===== config.mk =====
export PLATFORM = sky130hd
export DESIGN_NAME = inst_predecode
export DESIGN_NICKNAME = d
export VERILOG_FILES = /design/src/ifu_pkg.sv /design/src/inst_predecode.sv
export SDC_FILE = /design/constraint.sdc
export NUM_CORES = 1
export LEC_CHECK = 0
export BUFFER_PORTS_ARGS = -buffer_cell sky130_fd_sc_hd__clkbuf_2
export CAP_MARGIN = 10
export CORE_MARGIN = 4
export CORE_UTILIZATION = 40
export DETAILED_ROUTE_END_ITERATION = 6
export PLACE_DENSITY_LB_ADDON = 0.2
export SLEW_MARGIN = 20
export SYNTH_ARGS = -nofsm -noshare
export SYNTH_HDL_FRONTEND = slang
export SYNTH_SLANG_ARGS = --single-unit

===== constraint.sdc =====
create_clock -name vclk -period 2.95
set_input_delay 0.59 -clock vclk [all_inputs]
set_output_delay 0.59 -clock vclk [all_outputs]
set_load 0.01 [all_outputs]

===== src/ifu_pkg.sv =====
// Shared widths, memory geometry, reset PC, AXI codes and fetch queue entry type
package ifu_pkg;

  // --------------------------------------------------------------------------
  // AXI-lite bus widths
  localparam int ADDR_WIDTH = 32;
  localparam int DATA_WIDTH = 64;
  localparam int STRB_WIDTH = DATA_WIDTH / 8;
  localparam int PROT_WIDTH = 3;
  localparam int RESP_WIDTH = 2;
  localparam int INST_WIDTH = 32;

  // Memory geometry, one 64-bit word per index
  localparam int MEM_WORDS     = 1024;
  localparam int MEM_IDX_WIDTH = $clog2(MEM_WORDS);
  localparam int MEM_IDX_LSB   = $clog2(STRB_WIDTH);

  // Fetch queue sizing
  localparam int FQ_DEPTH     = 4;
  localparam int FQ_PTR_WIDTH = $clog2(FQ_DEPTH);
  localparam int FQ_CNT_WIDTH = $clog2(FQ_DEPTH + 1);

  // --------------------------------------------------------------------------
  localparam logic [ADDR_WIDTH-1:0] RESET_PC  = '0;
  localparam logic [RESP_WIDTH-1:0] RESP_OKAY = 2'b00;

  // Unprivileged, secure, instruction access
  localparam logic [PROT_WIDTH-1:0] PROT_INST = 3'b100;

  localparam logic [6:0] OPC_JAL = 7'b1101111;

  // Read channel FSM of the SRAM
  typedef enum logic {
    RD_IDLE = 1'b0,
    RD_READ = 1'b1
  } rd_state_t;

  typedef struct packed {
    logic [ADDR_WIDTH-1:0] pc;
    logic [INST_WIDTH-1:0] inst;
  } fq_entry_t;

endpackage


===== src/inst_predecode.sv =====
// Output stage that hands out instructions and redirects fetch on JAL
`timescale 1ns/1ps

module inst_predecode (
  input  logic                           i_pop_valid,
  output logic                           o_pop_ready,
  input  ifu_pkg::fq_entry_t             i_pop_entry,
  output logic                           o_inst_valid,
  input  logic                           i_inst_ready,
  output logic [ifu_pkg::ADDR_WIDTH-1:0] o_inst_pc,
  output logic [ifu_pkg::INST_WIDTH-1:0] o_inst,
  output logic                           o_redirect_valid,
  output logic [ifu_pkg::ADDR_WIDTH-1:0] o_redirect_target
);

  logic [ifu_pkg::INST_WIDTH-1:0] inst;
  logic                           is_jal;
  logic                           out_fire;
  logic [ifu_pkg::ADDR_WIDTH-1:0] j_imm;

  assign inst = i_pop_entry.inst;

  // --------------------------------------------------------------------------
  // Handshake to the core side
  // --------------------------------------------------------------------------
  assign o_inst_valid = i_pop_valid;
  assign o_pop_ready  = i_inst_ready;
  assign o_inst_pc    = i_pop_entry.pc;
  assign o_inst       = inst;

  assign out_fire = i_pop_valid & i_inst_ready;

  // --------------------------------------------------------------------------
  // JAL detect and target
  // --------------------------------------------------------------------------
  assign is_jal = (inst[6:0] == ifu_pkg::OPC_JAL);

  // J-type immediate, imm[20|10:1|11|19:12], bit 0 always zero
  assign j_imm = {{(ifu_pkg::ADDR_WIDTH-21){inst[31]}},
                  inst[31],
                  inst[19:12],
                  inst[20],
                  inst[30:21],
                  1'b0};

  // Queue flush on this pulse empties the head, so it lasts one cycle
  assign o_redirect_valid  = out_fire & is_jal;
  assign o_redirect_target = i_pop_entry.pc + j_imm;

endmodule


==> results.toml, run 1 <==
[status]
outcome = "finished with violations"
failed_checks = "negative setup slack"

[sta]
min_period_ns = 3.15
setup_slack_ns = -0.197
timing.final.max_slew_violations = 0
unrepaired_setup_endpoints_after_global_routing = "yes"
final_min_period_over_clock_period_pct = 107
max-slew-margin-rel_pct = 35.9
max_freq_mhz = 318
report.final.hold_viol_count = 0
max_slew.worst_pin.slew_ns = 0.937
setup_viol = 14
finalSetupTns_ns = -1.51

[finish]
antenna_diode_count = 0
post_route_cells_drive_above_1_share_pct = 64.7
nFillCells = 427
area.growth.synth_to_final_pct = 70.9
clk_buffers = 0
seq_cells = 0
area.sequential_um2 = 0
finalInstanceArea_um2 = 4090
finalNetCount = 617

[synthesis]
post_synth.cell_area_avg_um2 = 6.89
synth.top_cell.area_share_pct = 21.3
dominant_combinational_cell_family_by_area_after_synthesis = "compound AO/OA/AOI/OAI gates"
yosys-mux-area-fraction_pct = 0
syn_inst = 347
post-synth-top-area-cell = "buf_4"
synth.yosys.warnings = 0
synth_compound_area_share_pct = 27.8
synthSimpleGateAreaFrac_pct = 22.3
synth.net_count = 444
synth_fa_ha_area_share_pct = 16.5
yosys.cell_types.count = 60
synth_xor_xnor_area_share_pct = 8.79
synth.top_cells.by_area = "buf_4 (21%), ha_1 (16%), a21oi_1 (6.7%), xnor2_1 (6.2%), nand2_1 (4.6%)"
synth_seq_area_share_pct = 0
synth.cell_area_um2 = 2390

[global_routing]
antenna_violations_before_repair = 0
grt_first_pass_wirelength_um = 12800
grt_start_max_net_pins = 12
globalRouteOverflowTotal = 0
vias_in_the_first_global_route = 2933
grt_util_all_layers_pct = 19.9

[critical_path]
critical_path_required_ns = 2.36
critical_path_class = "input port to output port"
worst_ep_arrival_time_ns = 2.56
crit_path_max_fanout = 3
critical_path.max_stage_delay_ns = 0.44
crit_path_cell_trace = "buf_8, ha_4, fa_2, a21o_4, a31oi_4, nor2_2, o21a_1, or4_4, nand3_4, buf_6"
cell_with_the_biggest_individual_delay_on_the_critical_path = "or4_4"
worst_setup_path_endpoint = "o_redirect_target[11]"
cp_capture_type = "output port"
crit_path_start = "i_pop_entry[21]"
crit_path_start_kind = "input port"

[place]
place.gp.congestion = 0.943
dpl_worst_slack_ns = -0.304
post-dp-hpwl_um = 6610
numPortBuffers = 152
post_dp_cell_area_um2 = 3360

[route]
route.detailed.drc = 0
avgRoutedWirePerCell_um = 14.9
drt-met1-wl_um = 3620
via_count = 3178
ant_nets = 0
initialDrtViolationCount = 100
met2_wirelength_um = 4350
detailroute.wirelength.met3_um = 615
drt_first_pass_iters = 4
routed_wirelength_um = 8770
routed.top_layer = "met4"
dr_vias_cell = 5.39

[power]
max-vdd-ir-drop_uv = 150
powerDensity_nw_per_um2 = 252
total_leakage_power_nw = 1.96

[floorplanning]
die-height_um = 85.3
rows = 27
floorplan.core_area_um2 = 5640
dieWidth_um = 85.3
dieArea_um2 = 7280
io-pin-count = 165
initial_core_util_pct = 42.4

[clocking]
count_of_hold_fix_buffers_inserted_at_cts = 0

[min_path]
hold_path.class = "input port to output port"

[job]
maxCapViolCount = 0
==> placed cells by master, fill, tap and decap left out, types with 4 or more instances in the layout <==
cell and instances:
clkbuf_2 126, buf_4 94, nand2_1 25, nor2_1 22, a21oi_2 16, xnor2_1 15, a21oi_1 15, ha_1 15
buf_2 15, ha_4 14, buf_6 11, nand3_1 10, o21ai_0 10, nand4_1 7, a21o_1 7, inv_1 7
nor3_1 6, o21ai_1 6, xor2_1 6, a31oi_4 5, a211oi_1 4, nor2_2 4, buf_8 4
==> cell usage after synthesis (all sizes together) (3+ instances only) <==
cell / number
a211oi: 5
a21o: 9
a21oi: 33
a31oi: 7
and3: 3
buf: 70
clkbuf: 9
ha: 30
inv: 7
nand2: 29
nand3: 14
nand4: 7
nor2: 27
nor2b: 3
nor3: 9
nor4: 5
o21ai: 19
xnor2: 17
xor2: 7
==> routing by layer <==
layer / GRT usage (%) / up-vias
met5: 0 / -
met4: 2.16 / 0
met3: 1.17 / 24
met2: 36.4 / 143
met1: 26.2 / 1457
li1: - / 1554
==> per-stage QoR <==
| step | utilization (%) | power (mW) | instances | hold WS, ns |
|---|---|---|---|---|
| 6_report | 72.5 | 1.03 | 590 | 1.18 |
| 5_1_grt | 72.5 | 1.11 | 590 | 1.18 |
| 4_1_cts | 64.0 | 0.888 | 582 | 1.18 |
| 3_5_place_dp | 59.5 | 0.829 | 578 | 1.18 |
| 3_3_place_gp | 59.5 | 0.823 | 578 | 1.18 |
| 2_1_floorplan | - | 0.507 | 347 | 1.23 |
==> repair_timing <==
item,4_1_cts,5_1_grt
gates resized for setup,39,102
endpoints found under the setup margin,21,21
buffers inserted,4,8
pin swaps,19,18
endpoints found under the hold margin,0,0
gates cloned,0,0
==> worst max-delay path: cells and delay by family <==
family	cells	cell delay [ns]
AOI/OAI and AO/OA	3	0.67
adders and majority gates	2	0.49
buffers and inverters	2	0.21
and+or+nand+nor	3	0.59
==> cells by family after synthesis <==
kind of cell | Yosys count
adder cells (fa/ha/maj) | 31
buffers and inverters | 86
AND/OR/NAND/NOR | 107
AO/OA/AOI/OAI | 99
XOR/XNOR | 24
==> power breakdown <==
| part | internal [mW] | switching, mW |
|---|---|---|
| logic | 0.506 | 0.523 |
| clock network | 0 | 0 |
| registers | 0 | 0 |
| total | 0.506 | 0.523 |
==> layout make-up <==
class | instances | area [um2] | area share (%)
inverters | 7 | 26.3 | 0.643
well taps | 72 | 90.1 | 2.20
multi-input cells | 261 | 2380 | 58.1
repair buffers | 250 | 1600 | 39.0
==> worst min-delay path by stage <==
stage,slack [ns],cells after the start,from,end
after floorplan,1.23,1,i_pop_entry[4],o_redirect_valid
after global placement,1.18,0,i_pop_entry[9],o_inst[9]
after detailed placement,1.18,0,i_pop_entry[9],o_inst[9]
after CTS,1.18,0,i_pop_entry[9],o_inst[9]
after global routing,1.18,0,i_pop_entry[11],o_inst[11]
final,1.18,0,i_pop_entry[9],o_inst[9]
Note: power is estimated with default switching activity, not from simulation.
==> run 2, diff against run 1 <==
BUFFER_PORTS_ARGS = -buffer_cell sky130_fd_sc_hd__buf_2   (was -buffer_cell sky130_fd_sc_hd__clkbuf_2)
MAX_ROUTING_LAYER = met4   (was not set)
TNS_END_PERCENT = 5   (was not set)
==> results.toml, run 2 (synthesis results as in run 1) <==
[route]
ant_nets = 0
initialDrtViolationCount = 118
route.detailed.drc = 0
routed_wirelength_um = 7880
via_count = 2971
dr_vias_cell = 5.18
drt_first_pass_iters = 4
avgRoutedWirePerCell_um = 13.7

[status]
outcome = "finished with violations"
failed_checks = "negative setup slack"

[place]
place.gp.congestion = 0.964
place.detailed.instances = 571
post_dp_cell_area_um2 = 3300
numPortBuffers = 152
post-dp-hpwl_um = 6720

[sta]
final_min_period_over_clock_period_pct = 107
timing.final.max_slew_violations = 0
setup_viol = 13
max-slew-margin-rel_pct = 63.9
final_hold_slack_ns = 1.18
max_freq_mhz = 317
report.final.hold_viol_count = 0
max_slew.worst_pin.slew_ns = 0.528
min_period_ns = 3.16
setup_slack_ns = -0.209
finalSetupTns_ns = -1.39
unrepaired_setup_endpoints_after_global_routing = "yes"

[floorplanning]
dieWidth_um = 85.3
initial_core_util_pct = 42.4
io-pin-count = 165
dieArea_um2 = 7280
floorplan.core_area_um2 = 5640
die-height_um = 85.3
rows = 27

[finish]
most_common_library_cell_in_the_layout_ignoring_fill_and_taps = "buf_2"
multi_input_comb_area_um2 = 2040
clk_buffers = 0
area.sequential_um2 = 0
antenna_diode_count = 0
seq_cells = 0
area.growth.synth_to_final_pct = 48.3
highest_count_cells_in_the_layout_ignoring_fill_and_taps = "buf_2 (149), buf_4 (82), nand2_1 (28)"
post_route_cells_drive_above_1_share_pct = 55.6
nFillCells = 522
finalInstanceArea_um2 = 3550
finalNetCount = 601
post_layout_nonfiller_instances = 574

[critical_path]
worstSetupPathDepth = 11
crit_path_cell_trace = "buf_8, ha_4, fa_2, a21o_4, a31oi_4, or4b_4, buf_4, nand3_4, a2111oi_4, a311oi_2, buf_2"
cell_with_the_biggest_individual_delay_on_the_critical_path = "fa_2"
critPathBufInv = 3
crit_path_start = "i_pop_entry[33]"
cp_capture_type = "output port"
crit_path_max_fanout = 3
worst_ep_arrival_time_ns = 2.57
critical_path_required_ns = 2.36
critical_path.max_stage_delay_ns = 0.34
critical_path_class = "input port to output port"
crit_path_start_kind = "input port"
worst_path_dominant_cell_family = "compound AO/OA/AOI/OAI gates"
worst_setup_path_endpoint = "o_redirect_target[19]"

[power]
netSwitchingPower_uw = 452
share_of_total_power_in_the_clock_network_pct = 0
share_seq_of_total_power_pct = 0
max-vdd-ir-drop_uv = 118
powerDensity_nw_per_um2 = 248
netSwitchingFraction_pct = 51.5
total_leakage_power_nw = 1.78
share_comb_of_total_power_pct = 100.0
internal_power_uw = 426

[global_routing]
vias_in_the_first_global_route = 2889
grt_first_pass_wirelength_um = 12400
antenna_violations_before_repair = 0
grt_util_all_layers_pct = 20.2
grt_start_max_net_pins = 12
globalRouteOverflowTotal = 0

[min_path]
hold-path-cell-count = 0
hold_path.class = "input port to output port"

[job]
maxCapViolCount = 0
run 2: worst min path at each step:
stage | startpoint | to
after floorplan | i_pop_entry[4] | o_redirect_valid
after global placement | i_pop_entry[9] | o_inst[9]
after detailed placement | i_pop_entry[9] | o_inst[9]
after CTS | i_pop_entry[9] | o_inst[9]
after global routing | i_pop_entry[11] | o_inst[11]
final | i_pop_entry[9] | o_inst[9]
run 2: layout make-up:
class	count	area share (%)
Timing Repair Buffer	234	39.3
Tap cell	72	2.54
Multi-Input combinational cell	261	57.4
Inverter	7	0.741
run 2: metal layers:
| metal | vias up | global-route usage (%) | routed length [um] |
|---|---|---|---|
| met5 | - | - | 0 |
| met4 | 0 | 2.45 | 78 |
| met3 | 10 | 1.46 | 630 |
| met2 | 123 | 36.9 | 3890 |
| met1 | 1327 | 24.7 | 3280 |
| li1 | 1511 | - | - |
run 2: through the flow:
step                      setup slack (ns)  total power, mW  util (%)
after floorplan                   -0.00980            0.505         -
after global placement              -0.287            0.811      58.5
after detailed placement            -0.311            0.818      58.5
after CTS                           -0.229            0.854      60.9
after global routing                -0.280            0.965      62.9
final                               -0.209            0.878      62.9
run 2: power by group through the flow:
stage	Combinational (mW)	Clock [mW]	Sequential, mW
after floorplan	0.505	0	0
after detailed placement	0.818	0	0
after global placement	0.811	0	0
final	0.878	0	0
after CTS	0.854	0	0
after global routing	0.965	0	0
run 2: what timing repair did:
item	4_1_cts	5_1_grt
resized for setup	26	20
hold endpoints to repair	0	0
endpoints found under the setup margin	18	21
pin swaps	11	4
setup buffers	2	1
hold buffers	0	0
