**config.mk**
```make
export PLATFORM = sky130hd
export DESIGN_NAME = fetch_queue
export DESIGN_NICKNAME = d
export VERILOG_FILES = /design/src/ifu_pkg.sv /design/src/fetch_queue.sv
export SDC_FILE = /design/constraint.sdc
export NUM_CORES = 1
export LEC_CHECK = 0
export BUFFER_PORTS_ARGS = -buffer_cell sky130_fd_sc_hd__buf_2
export CAP_MARGIN = 40
export CORE_MARGIN = 1.5
export CORE_UTILIZATION = 40
export DETAILED_ROUTE_END_ITERATION = 8
export PLACE_DENSITY_LB_ADDON = 0.1
export SYNTH_ARGS = -nofsm -noshare
export SYNTH_HDL_FRONTEND = slang
export SYNTH_SLANG_ARGS = --single-unit
```
**constraint.sdc**
```tcl
create_clock -name i_aclk -period 3.2 [get_ports i_aclk]
set_input_delay 0.48 -clock i_aclk [delete_from_list [all_inputs] [get_ports i_aclk]]
set_output_delay 0.48 -clock i_aclk [all_outputs]
set_load 0.05 [all_outputs]
```
**src/ifu_pkg.sv**
```systemverilog
// Shared widths, memory geometry, reset PC, AXI codes and fetch queue entry type
package ifu_pkg;

  // --------------------------------------------------------------------------
  // AXI-lite bus widths
  localparam int ADDR_WIDTH = 32;
  localparam int DATA_WIDTH = 64;
  localparam int STRB_WIDTH = DATA_WIDTH / 8;
  localparam int PROT_WIDTH = 3;
  localparam int RESP_WIDTH = 2;
  localparam int INST_WIDTH = 32;

  // Memory geometry, one 64-bit word per index
  localparam int MEM_WORDS     = 1024;
  localparam int MEM_IDX_WIDTH = $clog2(MEM_WORDS);
  localparam int MEM_IDX_LSB   = $clog2(STRB_WIDTH);

  // Fetch queue sizing
  localparam int FQ_DEPTH     = 4;
  localparam int FQ_PTR_WIDTH = $clog2(FQ_DEPTH);
  localparam int FQ_CNT_WIDTH = $clog2(FQ_DEPTH + 1);

  // --------------------------------------------------------------------------
  localparam logic [ADDR_WIDTH-1:0] RESET_PC  = '0;
  localparam logic [RESP_WIDTH-1:0] RESP_OKAY = 2'b00;

  // Unprivileged, secure, instruction access
  localparam logic [PROT_WIDTH-1:0] PROT_INST = 3'b100;

  localparam logic [6:0] OPC_JAL = 7'b1101111;

  // Read channel FSM of the SRAM
  typedef enum logic {
    RD_IDLE = 1'b0,
    RD_READ = 1'b1
  } rd_state_t;

  typedef struct packed {
    logic [ADDR_WIDTH-1:0] pc;
    logic [INST_WIDTH-1:0] inst;
  } fq_entry_t;

endpackage

```
**src/fetch_queue.sv**
```systemverilog
// Circular FIFO of PC and instruction pairs with single-cycle flush
`timescale 1ns/1ps

module fetch_queue (
  input  logic               i_aclk,
  input  logic               i_rst_n,
  input  logic               i_flush,
  input  logic               i_push_valid,
  output logic               o_push_ready,
  input  ifu_pkg::fq_entry_t i_push_entry,
  output logic               o_pop_valid,
  input  logic               i_pop_ready,
  output ifu_pkg::fq_entry_t o_pop_entry
);

  ifu_pkg::fq_entry_t                entries [ifu_pkg::FQ_DEPTH];

  logic [ifu_pkg::FQ_PTR_WIDTH-1:0]  wr_ptr_q;
  logic [ifu_pkg::FQ_PTR_WIDTH-1:0]  rd_ptr_q;
  logic [ifu_pkg::FQ_CNT_WIDTH-1:0]  count_q;
  logic                              do_push;
  logic                              do_pop;

  assign o_push_ready = (count_q != ifu_pkg::FQ_CNT_WIDTH'(ifu_pkg::FQ_DEPTH));
  assign o_pop_valid  = (count_q != '0);
  assign o_pop_entry  = entries[rd_ptr_q];

  // Flush wins over anything that moves this cycle
  assign do_push = i_push_valid & o_push_ready & ~i_flush;
  assign do_pop  = o_pop_valid & i_pop_ready & ~i_flush;

  always_ff @(posedge i_aclk) begin
    if (do_push) begin
      entries[wr_ptr_q] <= i_push_entry;
    end
  end

  // Depth is a power of two so pointers wrap on their own
  always_ff @(posedge i_aclk or negedge i_rst_n) begin
    if (!i_rst_n) begin
      wr_ptr_q <= '0;
      rd_ptr_q <= '0;
      count_q  <= '0;
    end else if (i_flush) begin
      wr_ptr_q <= '0;
      rd_ptr_q <= '0;
      count_q  <= '0;
    end else begin
      if (do_push) begin
        wr_ptr_q <= wr_ptr_q + 1'b1;
      end
      if (do_pop) begin
        rd_ptr_q <= rd_ptr_q + 1'b1;
      end
      case ({do_push, do_pop})
        2'b10:   count_q <= count_q + 1'b1;
        2'b01:   count_q <= count_q - 1'b1;
        default: count_q <= count_q;
      endcase
    end
  end

endmodule

```
==> results of run 1 <==
flip-flops by register name, indices dropped and copies added (netlist names):
name and count:
count_q 3, entries 256, rd_ptr_q 2, wr_ptr_q 2
cells in the mapped netlist (2+ instances only):
| master | instances | area, um^2 |
|---|---|---|
| nor3_1 | 2 | 10.0 |
| nor2_1 | 4 | 15.0 |
| buf_2 | 9 | 45.0 |
| clkbuf_1 | 2 | 7.51 |
| buf_6 | 5 | 56.3 |
| inv_1 | 5 | 18.8 |
| xor2_1 | 2 | 17.5 |
| or3_1 | 2 | 12.5 |
| and2_1 | 5 | 31.3 |
| o22ai_1 | 2 | 12.5 |
| nand2b_1 | 4 | 25.0 |
| buf_4 | 3 | 22.5 |
| a21oi_1 | 6 | 30.0 |
| nor3b_1 | 2 | 15.0 |
| o21ai_0 | 2 | 10.0 |
| mux4_2 | 64 | 1440 |
| edfxtp_1 | 256 | 7690 |
| nand3b_1 | 2 | 15.0 |
| dfrtp_1 | 7 | 175 |
| ha_1 | 4 | 50.1 |
| nand3_1 | 3 | 15.0 |
metrics by stage:
stage                     setup WS (ps)  power, mW  instance area, um^2  utilization (%)
after CTS                           274       8.34                11800             48.8
after global placement              859       5.28                10900             45.2
after global routing                225       8.50                11800             48.8
after detailed placement            851       5.30                10900             45.2
after floorplan                     221       4.99                 9810                -
final                               379       8.20                11800             48.8
cell families after synthesis:
| family | count (synthesis) |
|---|---|
| adders and majority gates | 5 |
| xor gates and xnor gates | 3 |
| muxes | 64 |
| buffers and inverters | 25 |
| AOI/OAI and AO/OA | 17 |
| and+or+nand+nor | 25 |
| DFF | 263 |
report_power, final:
group | switching, mW | total, mW | internal, mW
Sequential | 0.0735 | 3.97 | 3.90
Combinational | 0.822 | 1.23 | 0.407
Clock | 1.26 | 3.00 | 1.74
Total | 2.16 | 8.20 | 6.04
worst register-to-register path, stage by stage (launching register included):
cell     delay, ps
dfrtp_1        620
nor3b_1        170
nor3_1         380
and2_4         230
buf_12         330
metal layers:
| layer | vias to the layer above | part of all wire (%) | track usage (%) |
|---|---|---|---|
| li1 | 2018 | - | - |
| met1 | 2333 | 42 | 18.7 |
| met2 | 110 | 51 | 25.0 |
| met3 | 33 | 4.6 | 3.12 |
| met4 | 0 | 2.4 | 4.50 |
| met5 | - | 0 | 0 |
layout make-up:
class / count / area (um^2) / area share (%)
timing repair buffer: 143 / 828 / 7.02
multi-input combinational: 114 / 1810 / 15.3
tap: 324 / 405 / 3.44
antenna: 1 / 2.50 / 0.0212
sequential: 263 / 7870 / 66.7
inverter: 5 / 18.8 / 0.159
clock buffer: 34 / 744 / 6.31
clock inverter: 17 / 121 / 1.03
path summary, 6_finish.rpt:
check / from / endpoint / slack [ps] / depth (start not counted)
max: rd_ptr_q[0] / o_pop_entry[51] / 380 / 3
min: i_push_entry[50] / entries[3][50] / 150 / 1
min in group asynchronous: i_rst_n / count_q[1] / 320 / 2
max reg2reg: count_q[0] / entries[1][5] / 1020 / 4
min reg2reg: wr_ptr_q[1] / wr_ptr_q[1] / 590 / 2
max in group asynchronous: i_rst_n / rd_ptr_q[0] / 2670 / 2
==> results.sh, run 1 <==
export IMPL_clk_latency_ps=540
export IMPL_grt_overflow_total=0
export IMPL_layout_common_cells="edfxtp_1, buf_2, mux4_2"
export IMPL_syn_num_nets=476
export IMPL_gp_congestion=0.692
export IMPL_slew_headroom_pct=68.2
export IMPL_synth_xor_area_share_pct=0.268
export IMPL_layout_commonest_cell="edfxtp_1"
export IMPL_path_buf_inv=2
export IMPL_htreeDepth=1
export IMPL_fmax_ghz=0.354
export IMPL_rows=57
export IMPL_drive_gt1_share_pct=43.9
export IMPL_cts_resized=0
export IMPL_final_cells=901
export IMPL_syn_inst=402
export IMPL_grt_antenna_before_repair=1
export IMPL_viasPerCell=4.99
export IMPL_cts_buffers=29
export IMPL_synth_seq_cells=263
export IMPL_max_stage_delay_ps=710
export IMPL_root_buffer="clkbuf_16"
export IMPL_hold_class="in -> reg"
export IMPL_placed_cells=848
export IMPL_rsz0062_at_grt="no"
export IMPL_p_per_area_mw_per_mm2=695
export IMPL_post_cts_setup_buffer_count=0
export IMPL_period_minus_slack_ps=2820
export IMPL_path_max_fanout=24
export IMPL_die_w_um=160
export IMPL_cp_start_kind="flip-flop"
export IMPL_drt_iter0_drc=271
export IMPL_tritoncts="done"
export IMPL_worst_ir_drop_vdd_mv=0.372
export IMPL_clockBufferDepth=3
export IMPL_fillers=1995
export IMPL_worstSetupEndpointType="output pin"
export IMPL_synth_simple_gate_area_share_pct=1.48
export IMPL_yosys_warnings=0
export IMPL_post_drt_wl_per_cell_um=19.9
export IMPL_dr_pass1_iters=4
export IMPL_synth_main_ff_cell="edfxtp_1"
export IMPL_design_core_area_mm2=0.0242
export IMPL_arrival_ps=2340
export IMPL_synthAdderAreaFrac_pct=0.714
export IMPL_hold_viol=0
export IMPL_required_ps=2720
export IMPL_crit_family="flip-flops"
export IMPL_leakage_nw=3.91
export IMPL_syn_mean_instance_area_um2=24.4
export IMPL_yosysSeqAreaShare_pct=80.1
export IMPL_dp_hpwl_um=9860
export IMPL_clk_pin_slew_worst_paths_ps=60
export IMPL_skew_ps=19.1
export IMPL_ant_nets=0
export IMPL_cts_hold_buf=1
export IMPL_die_area_mm2=0.0255
export IMPL_die_h_um=160
export IMPL_final_max_slew_viol_count=0
export IMPL_crit_chain="buf_12 -> mux4_2 -> buf_2"
export IMPL_maxCapViolations=0
export IMPL_async_flop_share_pct=2.66
export IMPL_grtUsageTotal_pct=14.6
export IMPL_grt_max_degree=65
export IMPL_yosysUniqueCellTypes=32
export IMPL_area_growth_pct=20.2
export IMPL_route_final_wire_length_um=17900
export IMPL_cp_slowest_cell="dfrtp_4"
export IMPL_synth_compound_area_share_pct=1.16
export IMPL_port_buffer_count=134
export IMPL_tns_ps=0
export IMPL_synth_top_family_by_area="multiplexers"
export IMPL_status="completed"
export IMPL_synth_edf_count=256
export IMPL_syn_cell_area_mm2=0.00981
export IMPL_vias=4494
export IMPL_setup_violations=0
export IMPL_final_period_utilization_pct=88.2
export IMPL_grt_pass1_wl_um=28400
export IMPL_grt_pass1_vias=4985
export IMPL_initial_core_util_pct=40.6
export IMPL_synth_mux_area_share_pct=14.7
export IMPL_route_detailed_drc=0
export IMPL_crit_type="reg -> out"
export IMPL_nets=630
export IMPL_cts_sinks=263
export IMPL_worst_slew_pin_slew_ps=476
export IMPL_hold_ws_ps=150
export IMPL_io_pins=135
No activity file was read; power rests on OpenSTA's default activity.
==> inputs of run 2 (changes only) <==
--- a/config.mk
+++ b/config.mk
@@ -7,8 +7,8 @@
 export LEC_CHECK = 0
 export BUFFER_PORTS_ARGS = -buffer_cell sky130_fd_sc_hd__buf_2
 export CAP_MARGIN = 40
-export CORE_MARGIN = 1.5
-export CORE_UTILIZATION = 40
+export CORE_MARGIN = 1
+export CORE_UTILIZATION = 35
 export DETAILED_ROUTE_END_ITERATION = 8
 export PLACE_DENSITY_LB_ADDON = 0.1
 export SYNTH_ARGS = -nofsm -noshare
==> run 2 against run 1 <==
Net effect: worst hold slack better by 15 ps; final area hardly changed; largest power group unchanged; clock-buffer cell count increased by 1; critical path type unchanged.
==> results.sh, run 2 (synthesized netlist as in run 1, its figures left out) <==
export IMPL_status="completed"
export IMPL_cp_start_kind="flip-flop"
export IMPL_grtUsageTotal_pct=13.8
export IMPL_placed_cells=898
export IMPL_rows=60
export IMPL_initial_core_util_pct=36.0
export IMPL_arrival_ps=2370
export IMPL_top_register="entries"
export IMPL_fillers=2370
export IMPL_timing_rr_end="entries[0][17]"
export IMPL_final_period_utilization_pct=89.1
export IMPL_drt_iter0_drc=345
export IMPL_root_buffer="clkbuf_16"
export IMPL_leakage_nw=3.89
export IMPL_ant_nets=0
export IMPL_post_drt_wl_per_cell_um=20.5
export IMPL_required_ps=2720
export IMPL_drive_gt1_share_pct=43.6
export IMPL_hold_viol=0
export IMPL_die_h_um=169
export IMPL_postPlaceCellArea_mm2=0.0110
export IMPL_die_area_mm2=0.0287
export IMPL_cts_sinks=263
export IMPL_skew_ps=8.53
export IMPL_r2r_start="count_q[0]"
export IMPL_dp_hpwl_um=11300
export IMPL_crit_type="reg -> out"
export IMPL_grt_overflow_total=0
export IMPL_gp_congestion=0.676
export IMPL_io_pins=135
export IMPL_die_w_um=169
export IMPL_tns_ps=0
export IMPL_worst_ir_drop_vdd_mv=0.451
export IMPL_vias=4622
export IMPL_post_place_ws_ps=816
export IMPL_largest_register_ffs=256
export IMPL_clk_latency_ps=520
export IMPL_rr_worst_depth=4
export IMPL_port_buffer_count=134
export IMPL_final_max_slew_viol_count=0
export IMPL_max_stage_delay_ps=690
export IMPL_layout_common_cells="edfxtp_1, buf_2, mux4_2"
export IMPL_route_detailed_drc=0
export IMPL_htreeDepth=1
export IMPL_grt_max_degree=59
export IMPL_maxCapViolations=0
export IMPL_worstHoldPathCells=1
export IMPL_min_from="i_push_entry[10]"
export IMPL_worstSetupEndpointType="output pin"
export IMPL_crit_chain="buf_4 -> mux4_2 -> buf_2"
export IMPL_path_max_fanout=18
export IMPL_fin_ws_ps=349
export IMPL_largestRegisters="entries (256), count_q (3)"
export IMPL_multi_input_area_mm2=0.00181
export IMPL_clockBufferDepth=3
export IMPL_tritoncts="done"
export IMPL_cp_slowest_cell="dfrtp_4"
export IMPL_worst_slew_pin_slew_ps=536
export IMPL_fmax_ghz=0.351
export IMPL_nets=631
export IMPL_p_per_area_mw_per_mm2=682
export IMPL_grt_pass1_wl_um=29600
export IMPL_regToRegSetupSlack_ps=1010
export IMPL_layout_commonest_cell="edfxtp_1"
export IMPL_final_cells=946
export IMPL_dr_pass1_iters=4
export IMPL_clk_pin_slew_worst_paths_ps=60
export IMPL_setup_violations=0
export IMPL_path_buf_inv=2
export IMPL_rsz0062_at_grt="no"
export IMPL_viasPerCell=4.89
export IMPL_route_final_wire_length_um=19400
export IMPL_p_total_mw=8.05
export IMPL_hold_class="in -> reg"
export IMPL_area_growth_pct=20.3
export IMPL_worstHoldEndpoint="entries[0][10]"
export IMPL_final_area_mm2=0.0118
export IMPL_seqCellArea_mm2=0.00787
export IMPL_crit_family="flip-flops"
export IMPL_design_core_area_mm2=0.0273
export IMPL_period_minus_slack_ps=2850
export IMPL_grt_antenna_before_repair=1
export IMPL_slew_headroom_pct=64.2
export IMPL_cts_buffers=28
export IMPL_grt_pass1_vias=5045
-- run 2: cell count changes in the layout (fill, tap and decap cells not counted), sizes merged --
| cell | before | now |
|---|---|---|
| inv | 8 | 5 |
| buf | 142 | 144 |
| bufinv | 1 | 0 |
| clkbuf | 34 | 35 |
| clkinv | 11 | 10 |
| clkinvlp | 2 | 1 |
-- run 2: power breakdown --
group	leakage (nW)	total, mW	switching, mW	internal, mW
Sequential	2.42	3.97	0.0721	3.90
Clock	0.392	2.84	1.21	1.63
Combinational	1.08	1.25	0.839	0.412
Total	3.89	8.05	2.12	5.94
-- run 2: how the worst max path moves through the flow --
| stage | from | to | slack, ps | depth (start not counted) |
|---|---|---|---|---|
| after global routing | rd_ptr_q[0] | o_pop_entry[47] | 190 | 3 |
| after global placement | rd_ptr_q[0] | o_pop_entry[47] | 830 | 3 |
| final | rd_ptr_q[0] | o_pop_entry[47] | 350 | 3 |
| after detailed placement | rd_ptr_q[0] | o_pop_entry[47] | 820 | 3 |
| after CTS | rd_ptr_q[0] | o_pop_entry[47] | 240 | 3 |
| after floorplan | i_push_valid | entries[2][0] | 220 | 4 |
-- run 2: worst reg2reg max path: cells and delay by family (launching register included) --
kind / cells / cell delay, ps
AND/OR/NAND/NOR: 3 / 970
flip-flops: 1 / 600
buffers and inverters: 1 / 280
-- run 2: per-layer routing --
metal | vias to the layer above | GRT usage (%) | part of all wire [%]
met4 | 0 | 3.41 | 1.6
met3 | 28 | 3.06 | 5.8
li1 | 2020 | - | -
met5 | - | 0 | 0
met1 | 2456 | 18.0 | 43
met2 | 118 | 23.2 | 50
-- run 2: metrics by stage --
stage	util (%)	hold slack (ps)
final	43.3	165
after global routing	43.3	152
after CTS	43.3	140
after detailed placement	40.3	332
after global placement	40.3	332
after floorplan	-	184
-- run 2: final cells by class --
class                           count  area share (%)
Multi-Input combinational cell    114            15.3
Clock buffer                       35            6.34
Sequential cell                   263            66.7
Inverter                            5           0.159
Tap cell                          372            3.94
Timing Repair Buffer              145            7.14
Antenna cell                        1          0.0212
Clock inverter                     11           0.435
-- run 2: what timing repair did --
action,4_1_cts,5_1_grt
gates resized for setup,0,0
buffers inserted,0,0
hold buffers,1,0
endpoints found under the hold margin,7,0
setup endpoints to repair,0,0
