[src/ifu_pkg.sv]
// Shared widths, memory geometry, reset PC, AXI codes and fetch queue entry type
package ifu_pkg;

  // --------------------------------------------------------------------------
  // AXI-lite bus widths
  localparam int ADDR_WIDTH = 32;
  localparam int DATA_WIDTH = 64;
  localparam int STRB_WIDTH = DATA_WIDTH / 8;
  localparam int PROT_WIDTH = 3;
  localparam int RESP_WIDTH = 2;
  localparam int INST_WIDTH = 32;

  // Memory geometry, one 64-bit word per index
  localparam int MEM_WORDS     = 1024;
  localparam int MEM_IDX_WIDTH = $clog2(MEM_WORDS);
  localparam int MEM_IDX_LSB   = $clog2(STRB_WIDTH);

  // Fetch queue sizing
  localparam int FQ_DEPTH     = 4;
  localparam int FQ_PTR_WIDTH = $clog2(FQ_DEPTH);
  localparam int FQ_CNT_WIDTH = $clog2(FQ_DEPTH + 1);

  // --------------------------------------------------------------------------
  localparam logic [ADDR_WIDTH-1:0] RESET_PC  = '0;
  localparam logic [RESP_WIDTH-1:0] RESP_OKAY = 2'b00;

  // Unprivileged, secure, instruction access
  localparam logic [PROT_WIDTH-1:0] PROT_INST = 3'b100;

  localparam logic [6:0] OPC_JAL = 7'b1101111;

  // Read channel FSM of the SRAM
  typedef enum logic {
    RD_IDLE = 1'b0,
    RD_READ = 1'b1
  } rd_state_t;

  typedef struct packed {
    logic [ADDR_WIDTH-1:0] pc;
    logic [INST_WIDTH-1:0] inst;
  } fq_entry_t;

endpackage

[src/axil_rd_if.sv]
// AXI-lite read address and read data channels with master and slave modports
`timescale 1ns/1ps

interface axil_rd_if;

  // Read address channel
  logic                             arvalid;
  logic                             arready;
  logic [ifu_pkg::ADDR_WIDTH-1:0]   araddr;
  logic [ifu_pkg::PROT_WIDTH-1:0]   arprot;

  // Read data channel
  logic                             rvalid;
  logic                             rready;
  logic [ifu_pkg::DATA_WIDTH-1:0]   rdata;
  logic [ifu_pkg::RESP_WIDTH-1:0]   rresp;

  modport master (
    output arvalid, araddr, arprot, rready,
    input  arready, rvalid, rdata, rresp
  );

  modport slave (
    input  arvalid, araddr, arprot, rready,
    output arready, rvalid, rdata, rresp
  );

endinterface

[src/ifu_fetch.sv]
// PC generator and AXI-lite read master with stale response dropping on redirect
`timescale 1ns/1ps

module ifu_fetch (
  input  logic                           i_aclk,
  input  logic                           i_rst_n,
  input  logic                           i_fetch_en,
  axil_rd_if.master                      rd,
  output logic                           o_push_valid,
  input  logic                           i_push_ready,
  output ifu_pkg::fq_entry_t             o_push_entry,
  input  logic                           i_redirect_valid,
  input  logic [ifu_pkg::ADDR_WIDTH-1:0] i_redirect_target
);

  logic [ifu_pkg::ADDR_WIDTH-1:0] pc_q;
  logic [ifu_pkg::ADDR_WIDTH-1:0] req_pc_q;
  logic                           out_q;
  logic                           drop_q;
  logic                           ar_fire;
  logic                           r_fire;
  logic [ifu_pkg::INST_WIDTH-1:0] inst_sel;

  // --------------------------------------------------------------------------
  // Request side
  // --------------------------------------------------------------------------
  // The SRAM is idle whenever nothing is outstanding, so AR never waits
  assign rd.arvalid = i_fetch_en & ~out_q;
  assign rd.araddr  = {pc_q[ifu_pkg::ADDR_WIDTH-1:ifu_pkg::MEM_IDX_LSB],
                       {ifu_pkg::MEM_IDX_LSB{1'b0}}};
  assign rd.arprot  = ifu_pkg::PROT_INST;

  assign ar_fire = rd.arvalid & rd.arready;
  assign r_fire  = rd.rvalid & rd.rready;

  // Queue back-pressure holds the R channel
  assign rd.rready = i_push_ready;

  always_ff @(posedge i_aclk or negedge i_rst_n) begin
    if (!i_rst_n) begin
      out_q <= 1'b0;
    end else if (ar_fire) begin
      out_q <= 1'b1;
    end else if (r_fire) begin
      out_q <= 1'b0;
    end
  end

  // PC of the read in flight
  always_ff @(posedge i_aclk) begin
    if (ar_fire) begin
      req_pc_q <= pc_q;
    end
  end

  // A redirect turns the read in flight stale
  always_ff @(posedge i_aclk or negedge i_rst_n) begin
    if (!i_rst_n) begin
      drop_q <= 1'b0;
    end else if (i_redirect_valid && (ar_fire || (out_q && !r_fire))) begin
      drop_q <= 1'b1;
    end else if (r_fire) begin
      drop_q <= 1'b0;
    end
  end

  // --------------------------------------------------------------------------
  // PC update
  // --------------------------------------------------------------------------
  always_ff @(posedge i_aclk or negedge i_rst_n) begin
    if (!i_rst_n) begin
      pc_q <= ifu_pkg::RESET_PC;
    end else if (i_redirect_valid) begin
      pc_q <= i_redirect_target;
    end else if (r_fire && !drop_q) begin
      pc_q <= req_pc_q + ifu_pkg::ADDR_WIDTH'(4);
    end
  end

  // Upper or lower half of the 64-bit word
  assign inst_sel = req_pc_q[2] ? rd.rdata[ifu_pkg::DATA_WIDTH-1 -: ifu_pkg::INST_WIDTH]
                                : rd.rdata[ifu_pkg::INST_WIDTH-1:0];

  assign o_push_valid      = rd.rvalid & ~drop_q;
  assign o_push_entry.pc   = req_pc_q;
  assign o_push_entry.inst = inst_sel;

endmodule

[src/flat_wrapper.sv]
// flat-port wrapper written by rule: the top's interface ports become plain ports
module ifu_fetch_flat 
  (i_aclk, i_rst_n, i_fetch_en, o_push_valid, i_push_ready, o_push_entry, i_redirect_valid, i_redirect_target, rd_arvalid, rd_araddr, rd_arprot, rd_rready, rd_arready, rd_rvalid, rd_rdata, rd_rresp);
  axil_rd_if rd_i ();
  input  logic i_aclk;
  input  logic i_rst_n;
  input  logic i_fetch_en;
  output logic o_push_valid;
  input  logic i_push_ready;
  output ifu_pkg::fq_entry_t o_push_entry;
  input  logic i_redirect_valid;
  input  logic [ifu_pkg::ADDR_WIDTH-1:0] i_redirect_target;
  output wire logic [$bits(rd_i.arvalid)-1:0] rd_arvalid;
  output wire logic [$bits(rd_i.araddr)-1:0] rd_araddr;
  output wire logic [$bits(rd_i.arprot)-1:0] rd_arprot;
  output wire logic [$bits(rd_i.rready)-1:0] rd_rready;
  input wire logic [$bits(rd_i.arready)-1:0] rd_arready;
  input wire logic [$bits(rd_i.rvalid)-1:0] rd_rvalid;
  input wire logic [$bits(rd_i.rdata)-1:0] rd_rdata;
  input wire logic [$bits(rd_i.rresp)-1:0] rd_rresp;
  assign rd_arvalid = rd_i.arvalid;
  assign rd_araddr = rd_i.araddr;
  assign rd_arprot = rd_i.arprot;
  assign rd_rready = rd_i.rready;
  assign rd_i.arready = rd_arready;
  assign rd_i.rvalid = rd_rvalid;
  assign rd_i.rdata = rd_rdata;
  assign rd_i.rresp = rd_rresp;
  ifu_fetch u_core (.i_aclk(i_aclk), .i_rst_n(i_rst_n), .i_fetch_en(i_fetch_en), .rd(rd_i), .o_push_valid(o_push_valid), .i_push_ready(i_push_ready), .o_push_entry(o_push_entry), .i_redirect_valid(i_redirect_valid), .i_redirect_target(i_redirect_target));
endmodule
[config.mk]
export PLATFORM = sky130hd
export DESIGN_NAME = ifu_fetch_flat
export DESIGN_NICKNAME = d
export VERILOG_FILES = /design/src/ifu_pkg.sv /design/src/axil_rd_if.sv /design/src/ifu_fetch.sv /design/src/flat_wrapper.sv
export SDC_FILE = /design/constraint.sdc
export NUM_CORES = 1
export LEC_CHECK = 0
export BUFFER_PORTS_ARGS = -buffer_cell sky130_fd_sc_hd__buf_4
export CORE_MARGIN = 3
export CORE_UTILIZATION = 26
export CTS_CLUSTER_DIAMETER = 150
export DETAILED_ROUTE_END_ITERATION = 16
export PLACE_DENSITY = 0.5
export SLEW_MARGIN = 20
export SYNTH_ARGS = -nofsm -noshare
export SYNTH_HDL_FRONTEND = slang
export SYNTH_SLANG_ARGS = --single-unit
[constraint.sdc]
create_clock -name i_aclk -period 1.8 [get_ports i_aclk]
set_input_delay 0.09 -clock i_aclk [delete_from_list [all_inputs] [get_ports i_aclk]]
set_output_delay 0.09 -clock i_aclk [all_outputs]
set_load 0.01 [all_outputs]
==> summary.txt, run 1 <==
Outcome
  • Status: completed

Timing
  • Final Max Tran Viols: 0
  • Worst clock skew: 0.00688 ns
  • Upper clock frequency limit: 587 MHz
  • Final period util: 94.7%
  • Fin crit period: 1.70 ns
  • Final WS setup: 0.0959 ns
  • Final Hold Vio Count: 0
  • # setup viols final: 0
  • RSZ-0062 raised after global routing: yes
  • Final Hold Slack: 0.0157 ns

Power and ir drop
  • Psw: 1.21 mW
  • Internal power: 3.51 mW
  • Static leakage: 2.66 nW
  • Switching Fraction: 25.6%
  • Reg power frac: 39.7%
  • Power Density: 790 nW/um^2
  • Gate power share: 23.0%
  • Worst vdd rail ir drop: 389 uV
  • Clock network power share: 37.3%

Final layout
  • Commonest non-fill, non-tap cells in the layout: buf_4 (222), nand2_1 (57), dfrtp_1 (34), mux2_2 (33), edfxtp_1 (32)
  • Layout cell share with drive strength beyond 1: 50.0%
  • Multi-input combinational cell area: 1610 sq um
  • Final net count: 667
  • Layout Cells excl Fill: 746
  • Storage cell area: 1810 sq um
  • Fillers: 1405
  • Antenna cell count: 0
  • Most common cell after layout, fill and taps aside: buf_4
  • Area Growth Syn to Fin: 59.4%

Logic synthesis
  • Synth Flop Type: dfrtp_1
  • Xor and xnor area share after synthesis: 6.08%
  • Main combinational cell family by area after synthesis: simple AND/OR/NAND/NOR gates
  • Unique masters post-synth: 41
  • Area fraction in compound gates after synthesis: 8.09%
  • Number of flops mapped to enable cells by yosys: 32
  • Syn avg cell area: 10.8 sq um
  • Post-Syn Instances: 346
  • Seq/Total Area, Yosys: 48.4%
  • Post-Synth Simple-Gate Area: 16.2%
  • Post-synth ARST share: 51.5%
  • Synth Area in Adders: 0.334%
  • Warnings, synthesis: 0
  • Post-synthesis mux area share: 11.5%
  • Synth Cell Area: 3740 sq um
  • Synthesis-stage register bit count: 66

Clock network
  • Clock tree buffer depth: 2
  • Setup Fix Bufs, Post-CTS: 0
  • CTS Sinks: 66
  • Root Buffer: clkbuf_16
  • Skew-Pair Late Insertion Delay: 0.33 ns
  • CTS tree: built
  • CTS Buf Count: 9
  • H-tree Lvls: 3
  • Worst-path clk slew: 0.05 ns

Global route
  • Initial antenna violation count: 0
  • Gr ovfl total: 0
  • Largest net degree at the start of global routing: 68
  • Vias in the first global route: 3480
  • Total GRT Usage: 15.4%
  • First-pass GRT wire length: 19.4 mm

Worst setup path
  • WP buf/inv: 3
  • Slowest stage cell on the critical path: mux2_2
  • Worst r2r src: u_core.req_pc_q[2]$_DFFE_PP_
  • Worst path depth: 4
  • CP top delay family: buffers and inverters
  • Flop2flop setup slack: 0.14 ns
  • Slowest Stage Delay on Critical Path: 0.41 ns
  • CP max FO: 36
  • Cell Chain, Critical Path: buf_4, buf_8, mux2_2, buf_4
  • Crit. End Element: primary output
  • Reg2reg end: u_core.pc_q[26]$_DFFE_PN0P_
  • Crit path from: u_core.req_pc_q[2]$_DFFE_PP_
  • R2R cell count: 6
  • Worst path arrival time: 1.61 ns
  • Startpoint Class: register
  • Most common cell on crit path: buf_4
  • Crit Path Class: register to primary output
  • CP required: 1.71 ns

Drt
  • Drt via density: 4.51
  • Final WL: 12.5 mm
  • Post-route ant nets: 0
  • Wire per inst: 16.7 microns
  • Drt first pass iters: 4
  • DR vias: 3366
  • DRC Markers: 0
  • Drt initial violations: 167

Floorplan
  • Initial Util: 26.8%
  • I/O pins: 207
  • Full die area: 15900 sq um
  • Row count: 43
  • Die H: 126 microns
  • Core area: 14000 sq um
  • Die W: 126 microns

Min path
  • Hold depth: 3
  • Hold Path Origin: i_redirect_target[12]
  • Class of the worst hold path: primary input to register
  • Hold path endpoint: u_core.pc_q[12]$_DFFE_PN0P_

Place
  • Placed cells: 702
  • GPL Wtd Cong: 0.853
  • Worst slack at placement: 0.0697 ns
  • PortBufs: 198
  • Post-DP HPWL: 9.36 mm

Run
  • Max Cap Violations: 0
layout make-up:
class	count	area share [%]
multi-input cells	229	26.9
inverters	1	0.0629
well taps	180	3.77
repair buffers	254	33.9
clock buffers	14	4.42
clock inverters	2	0.587
flip-flops and latches	66	30.3
state kept, by name, indices dropped and copies added, names as in the netlist:
name	count
u_core.pc_q	32
u_core.req_pc_q	32
u_core.drop_q	1
u_core.out_q	1
power by group through the flow:
stage                     Clock [mW]  Combinational (mW)  Sequential (mW)
after floorplan                    0               0.525             1.90
final                           1.76                1.08             1.87
after global placement             0                1.03             1.90
after CTS                       1.81                1.10             1.87
after detailed placement           0                1.04             1.90
after global routing            1.88                1.18             1.89
timing repair:
action | CTS | global route
setup endpoints to repair | 32 | 5
hold endpoints to repair | 61 | 0
hold buffers | 28 | 0
gates resized for setup | 1 | 2
cloned | 0 | 0
tightest hold or removal path: stages:
cell,delay [ns]
buf_4,0.09
nand2_1,0.06
o221ai_1,0.06
cells by family (layout without fill, tap and decap cells):
kind of cell             Yosys count  after routing
AND/OR/NAND/NOR                  115            115
flip-flops                        66             66
buffers and inverters             55            271
AO/OA/AOI/OAI                     42             42
multiplexers                      39             39
XOR/XNOR                          26             26
other                              2              6
adder cells (fa/ha/maj)            1              1
layer usage:
layer,up-vias,wire (microns),GRT usage (%)
li1,1634,-,-
met1,1644,5730,21.5
met2,77,6110,24.4
met3,11,529,3.60
met4,0,124,3.60
met5,-,0,0
how the worst max path moves through the flow:
| stage | to | slack, ns |
|---|---|---|
| 3_3_place_gp | u_core.pc_q[28]$_DFFE_PN0P_ | 0.11 |
| 5_1_grt | u_core.pc_q[28]$_DFFE_PN0P_ | -0.002 |
| 3_5_place_dp | u_core.pc_q[9]$_DFFE_PN0P_ | 0.07 |
| 2_1_floorplan | u_core.pc_q[28]$_DFFE_PN0P_ | 0.03 |
| 4_1_cts | o_push_entry[9] | 0.04 |
| 6_report | o_push_entry[9] | 0.1 |
stage by stage:
| step | util (%) | total power, mW | area (sq um) | TNS [ns] |
|---|---|---|---|---|
| after CTS | 42.6 | 4.78 | 5960 | 0 |
| after floorplan | - | 2.42 | 3760 | 0 |
| final | 42.7 | 4.72 | 5970 | 0 |
| after global routing | 42.7 | 4.95 | 5970 | -0.00182 |
| after detailed placement | 38.5 | 2.94 | 5380 | 0 |
| after global placement | 38.5 | 2.93 | 5380 | 0 |
synth_stat cells, types with 2 or more instances:
library cell,count,area share [%]
buf_2,3,0.40
xnor2_1,10,2.3
clkbuf_1,11,1.1
nand4_1,11,1.8
edfxtp_1,32,26
buf_4,36,7.2
conb_1,2,0.20
a21oi_1,8,1.1
nand2_1,57,5.7
dfrtp_1,34,23
and3_1,7,1.2
o221ai_1,16,3.7
nor2b_1,4,0.67
nand3_1,5,0.67
o221ai_2,2,0.80
nor2_1,11,1.1
and4_1,4,0.94
xor2_1,16,3.7
mux2_2,33,9.9
or3_1,3,0.50
nor3b_1,2,0.40
mux2i_1,6,1.6
and2_1,2,0.33
o21ai_1,10,1.3
buf_1,4,0.40
nor4_2,2,0.67
Note: power is estimated with default switching activity, not from simulation.
==> run 2: changes to the inputs <==
--- a/config.mk
+++ b/config.mk
@@ -5,13 +5,13 @@
 export SDC_FILE = /design/constraint.sdc
 export NUM_CORES = 1
 export LEC_CHECK = 0
+export ABC_AREA = 1
 export BUFFER_PORTS_ARGS = -buffer_cell sky130_fd_sc_hd__buf_4
 export CORE_MARGIN = 3
 export CORE_UTILIZATION = 26
 export CTS_CLUSTER_DIAMETER = 150
 export DETAILED_ROUTE_END_ITERATION = 16
-export PLACE_DENSITY = 0.5
-export SLEW_MARGIN = 20
+export PLACE_DENSITY = 0.49
 export SYNTH_ARGS = -nofsm -noshare
 export SYNTH_HDL_FRONTEND = slang
 export SYNTH_SLANG_ARGS = --single-unit
==> summary.txt, run 2 <==
Clock network
  • CTS Sinks: 66
  • Clock tree buffer depth: 2
  • Post-CTS sizing: 0
  • Worst-path clk slew: 0.05 ns
  • CTS tree: built
  • Root Buffer: clkbuf_16
  • CTS Buf Count: 9
  • H-tree Lvls: 3
  • Skew-Pair Late Insertion Delay: 0.33 ns

Logic synthesis
  • Commonest cells in the netlist: nand2_1 (214), nor2_1 (50), inv_1 (41)
  • Seq/Total Area, Yosys: 44.4%
  • Synthesis-stage register bit count: 66
  • Post-Syn Instances: 538
  • Area share of the leading cell type in the synthesized netlist: 23.6%
  • Count leader, synth: nand2_1
  • Largest area contributor in the netlist: edfxtp_1
  • Syn avg cell area: 7.58 sq um
  • Warnings, synthesis: 0
  • Number of flops mapped to enable cells by yosys: 32
  • Synth Cell Area: 4080 sq um
  • Synth area leaders: edfxtp_1 (24%), dfrtp_1 (21%), nand2_1 (20%), buf_4 (7.4%), nor2_1 (4.6%)
  • Post-synth ARST share: 51.5%
  • Unique masters post-synth: 32
  • Synth Flop Type: dfrtp_1

Final layout
  • Most common cell after layout, fill and taps aside: buf_4
  • Area Growth Syn to Fin: 46.2%
  • Fillers: 1579
  • Largest registers: u_core.pc_q (32), u_core.req_pc_q (32)
  • Final net count: 828
  • Commonest non-fill, non-tap cells in the layout: buf_4 (216), nand2_1 (214), nor2_1 (50), inv_1 (41), dfrtp_1 (34)
  • Antenna cell count: 0
  • Layout cell share with drive strength beyond 1: 34.8%

Drt
  • Wire per inst: 15.6 microns
  • Drt first pass iters: 5
  • DRC Markers: 0
  • Post-route ant nets: 0
  • Drt via density: 4.36
  • Drt initial violations: 260
  • Final WL: 14.6 mm
  • DR vias: 4085

Power and ir drop
  • Power Density: 783 nW/um^2
  • Worst vdd rail ir drop: 384 uV
  • Static leakage: 2.94 nW
  • Final Total Pwr: 4.67 mW

Worst setup path
  • Worst path arrival time: 1.59 ns
  • CP required: 1.71 ns
  • Crit Path Class: register to primary output
  • CP max FO: 32
  • Crit. End Element: primary output
  • Startpoint Class: register

Outcome
  • Status: completed

Timing
  • Fin crit period: 1.68 ns
  • Final WS setup: 0.122 ns
  • Upper clock frequency limit: 596 MHz
  • Setup tns final: 0 ns
  • Final Hold Vio Count: 0
  • Slew HR: 64.6%
  • Worst clock skew: 0.00737 ns
  • Final Max Tran Viols: 0
  • Worst-margin pin slew: 0.531 ns
  • Final period util: 93.2%
  • RSZ-0062 raised after global routing: no
  • # setup viols final: 0

Global route
  • Total GRT Usage: 16.8%
  • Largest net degree at the start of global routing: 35
  • Gr ovfl total: 0
  • Vias in the first global route: 4082
  • Initial antenna violation count: 0
  • First-pass GRT wire length: 23.2 mm

Place
  • PortBufs: 198
  • Worst slack at placement: 0.160 ns
  • GPL Wtd Cong: 0.878
  • Post-DP HPWL: 11.6 mm

Min path
  • Class of the worst hold path: primary input to register

Floorplan
  • Row count: 45
  • Core area: 15300 sq um
  • I/O pins: 207
  • Die W: 131 microns
  • Die H: 131 microns
  • Full die area: 17200 sq um
  • Initial Util: 26.7%

Run
  • Max Cap Violations: 0
run 2: cell count changes after synthesis, sizes merged, moves of 12 or more:
cell and change:
nand2 +162, nor2 +51, o221ai -18, mux2 -33, nand3 +27, inv +44
xor2 -12, a22o +12
run 2: power by group:
part           switching (mW)  internal (mW)  total (mW)
Combinational           0.541          0.542        1.08
Clock                   0.625           1.05        1.68
Sequential              0.139           1.76        1.90
Total                    1.31           3.36        4.67
run 2: metrics by stage:
step / hold slack, ns / instances / cell area [sq um] / utilization [%]
2_1_floorplan: -0.206 / 542 / 4090 / -
3_3_place_gp: 0.0956 / 918 / 5650 / 37.0
3_5_place_dp: 0.0954 / 918 / 5650 / 37.0
4_1_cts: 0.00444 / 937 / 5950 / 39.0
5_1_grt: 0.00406 / 938 / 5960 / 39.1
6_report: 0.0103 / 938 / 5960 / 39.1
run 2: final cells by class:
class                   count  area [sq um]  area share (%)
multi-input cells         380          1770            29.6
flip-flops and latches     66          1810            30.4
repair buffers            220          1670            28.0
inverters                  45           169            2.83
clock buffers              11           233            3.90
well taps                 211           264            4.43
clock inverters             5          45.0           0.756
run 2: layer usage:
layer  wire length, microns  track usage, %
met4                    294            4.84
met1                   6940            23.4
met5                      0               0
met3                    559            2.60
met2                   6820            27.0
run 2: path summary, 6_finish.rpt:
check | slack (ns) | end | startpoint | cells after the start
max | 0.12 | o_push_entry[0] | u_core.req_pc_q[2]$_DFFE_PP_ | 5
min | 0.01 | u_core.pc_q[7]$_DFFE_PN0P_ | i_redirect_target[7] | 3
max reg2reg | 0.17 | u_core.pc_q[26]$_DFFE_PN0P_ | u_core.req_pc_q[2]$_DFFE_PP_ | 7
min reg2reg | 0.45 | u_core.req_pc_q[1]$_DFFE_PP_ | u_core.pc_q[1]$_DFFE_PN0P_ | 0
max in group asynchronous | 1.19 | u_core.pc_q[8]$_DFFE_PN0P_ | i_rst_n | 2
min in group asynchronous | 0.26 | u_core.pc_q[17]$_DFFE_PN0P_ | i_rst_n | 2
run 2: what timing repair did:
action,4_1_cts,5_1_grt
setup endpoints to repair,0,2
setup buffers,0,1
endpoints found under the hold margin,36,0
hold buffers,3,0
run 2: cell families (layout without fill, tap and decap cells):
logic type / Yosys count / after routing / synth area share, %
AND/OR/NAND/NOR: 321 / 321 / 33.4
buffers and inverters: 96 / 281 / 12.6
flip-flops: 66 / 66 / 44.4
AO/OA/AOI/OAI: 46 / 46 / 7.73
XOR/XNOR: 6 / 6 / 1.29
other: 2 / 6 / 0.184
adder cells (fa/ha/maj): 1 / 1 / 0.307
run 2: critical path: stages, from the launching register on:
cell and delay (ns):
edfxtp_1 0.45, inv_2 0.09, buf_4 0.31, nand2_1 0.17, nand2_1 0.11, buf_4 0.13
==> run 3: changes to the inputs <==
--- a/config.mk
+++ b/config.mk
@@ -7,11 +7,13 @@
 export LEC_CHECK = 0
 export ABC_AREA = 1
 export BUFFER_PORTS_ARGS = -buffer_cell sky130_fd_sc_hd__buf_4
+export CAP_MARGIN = 40
 export CORE_MARGIN = 3
 export CORE_UTILIZATION = 26
 export CTS_CLUSTER_DIAMETER = 150
+export CTS_CLUSTER_SIZE = 14
 export DETAILED_ROUTE_END_ITERATION = 16
-export PLACE_DENSITY = 0.49
+export PLACE_DENSITY = 0.59
 export SYNTH_ARGS = -nofsm -noshare
 export SYNTH_HDL_FRONTEND = slang
 export SYNTH_SLANG_ARGS = --single-unit
==> summary.txt, run 3 (same netlist as run 2, synthesis figures left out) <==
Global route
  • Met1 GRT Util: 20.8%
  • Routing usage on met3: 3.64%
  • Gr ovfl total: 0
  • First-pass GRT wire length: 21.2 mm
  • GR Layer Usage met2: 24.1%
  • Vias in the first global route: 3967
  • Initial antenna violation count: 0
  • Largest net degree at the start of global routing: 35
  • Most used routing layer: met2
  • Total GRT Usage: 15.1%

Floorplan
  • I/O pins: 207
  • Die W: 131 microns
  • Die H: 131 microns
  • Initial Util: 26.7%
  • Core area: 15300 sq um
  • Row count: 45
  • Full die area: 17200 sq um

Worst setup path
  • Slowest Stage Delay on Critical Path: 0.46 ns
  • Slowest stage cell on the critical path: edfxtp_1
  • Crit Path Class: register to primary output
  • Worst path arrival time: 1.51 ns
  • R2R cell count: 8
  • CP max FO: 32
  • Reg2reg end: u_core.pc_q[14]$_DFFE_PN0P_
  • CP required: 1.71 ns
  • Startpoint Class: register
  • Crit. End Element: primary output
  • Worst r2r src: u_core.req_pc_q[2]$_DFFE_PP_
  • Cell Chain, Critical Path: inv_2, buf_4, nand2_1, nand2_1, buf_4
  • Flop2flop setup slack: 0.20 ns

Timing
  • # setup viols final: 0
  • Final WS setup: 0.195 ns
  • Final Max Tran Viols: 0
  • Fin crit period: 1.60 ns
  • Upper clock frequency limit: 623 MHz
  • Final Hold Vio Count: 0
  • Worst clock skew: 0.00915 ns
  • Final Hold Slack: 0.0110 ns
  • RSZ-0062 raised after global routing: no
  • Final period util: 89.2%
  • Setup tns final: 0 ns

Final layout
  • Fillers: 1601
  • Commonest non-fill, non-tap cells in the layout: nand2_1 (214), buf_4 (210), nor2_1 (50), inv_1 (41), dfrtp_1 (34)
  • Fin util: 39.2%
  • Layout Cells excl Fill: 936
  • Largest registers: u_core.pc_q (32), u_core.req_pc_q (32)
  • Antenna cell count: 0
  • Most common cell after layout, fill and taps aside: nand2_1
  • Final net count: 826
  • Area Growth Syn to Fin: 46.7%
  • Cell area after layout: 5980 sq um
  • Layout cell share with drive strength beyond 1: 34.8%

Drt
  • DRC Markers: 0
  • Drt first pass iters: 4
  • Drt initial violations: 286
  • Post-route ant nets: 0
  • DR vias: 4006
  • Wire per inst: 14.0 microns
  • Drt via density: 4.28
  • Final WL: 13.1 mm

Place
  • Worst slack at placement: 0.188 ns
  • Post-DP HPWL: 10.3 mm
  • PortBufs: 198
  • Placed cells: 913
  • GPL Wtd Cong: 0.928
  • Placed inst area: 5610 sq um

Clock network
  • Clock tree buffer depth: 2
  • Worst-path clk slew: 0.05 ns
  • Hold buffer count at CTS: 7
  • CTS Sinks: 66
  • CTS Buf Count: 9
  • Skew-Pair Late Insertion Delay: 0.33 ns
  • CTS tree: built
  • Setup Fix Bufs, Post-CTS: 0
  • Post-CTS sizing: 0
  • H-tree Lvls: 3
  • Root Buffer: clkbuf_16

Power and ir drop
  • Final Total Pwr: 4.73 mW
  • Worst vdd rail ir drop: 459 uV
  • Static leakage: 2.93 nW
  • Power Density: 791 nW/um^2

Min path
  • Class of the worst hold path: primary input to register
  • Hold depth: 3
  • Hold path endpoint: u_core.pc_q[10]$_DFFE_PN0P_
  • Hold Path Origin: i_redirect_target[10]

Run
  • Max Cap Violations: 0

Outcome
  • Status: completed
[run 3: area by class of cell]
type / count / area [sq um] / share of cell area (%)
clock buffers: 10 / 239 / 3.99
clock inverters: 6 / 65.1 / 1.09
inverters: 45 / 169 / 2.82
multi-input cells: 380 / 1770 / 29.5
flip-flops and latches: 66 / 1810 / 30.3
well taps: 211 / 264 / 4.41
repair buffers: 218 / 1670 / 27.9
[run 3: worst max-delay path by stage]
stage               slack (ns)                         start                      endpoint  depth (start not counted)
finish                    0.20  u_core.req_pc_q[2]$_DFFE_PP_              o_push_entry[27]                          5
CTS                       0.17  u_core.req_pc_q[2]$_DFFE_PP_              o_push_entry[27]                          5
global route              0.04  u_core.req_pc_q[2]$_DFFE_PP_   u_core.pc_q[28]$_DFFE_PN0P_                          8
global placement          0.22  u_core.req_pc_q[2]$_DFFE_PP_   u_core.pc_q[28]$_DFFE_PN0P_                          8
detailed placement        0.19  u_core.req_pc_q[2]$_DFFE_PP_   u_core.pc_q[20]$_DFFE_PN0P_                          8
floorplan                 0.09      u_core.out_q$_DFFE_PN0P_  u_core.req_pc_q[0]$_DFFE_PP_                          3
[run 3: metal layers]
metal,wire length (microns),share of wire [%]
met1,6100,46
met2,6090,46
met3,747,5.7
met5,0,0
met4,216,1.6
[run 3: critical path: cells and delay by family (launching register included)]
family / cells / cell delay (ns)
buffers and inverters: 3 / 0.51
flip-flops: 1 / 0.46
AND/OR/NAND/NOR: 2 / 0.20
[run 3: power by group]
| part | switching [mW] | internal (mW) |
|---|---|---|
| logic | 0.518 | 0.538 |
| clock network | 0.657 | 1.11 |
| registers | 0.145 | 1.76 |
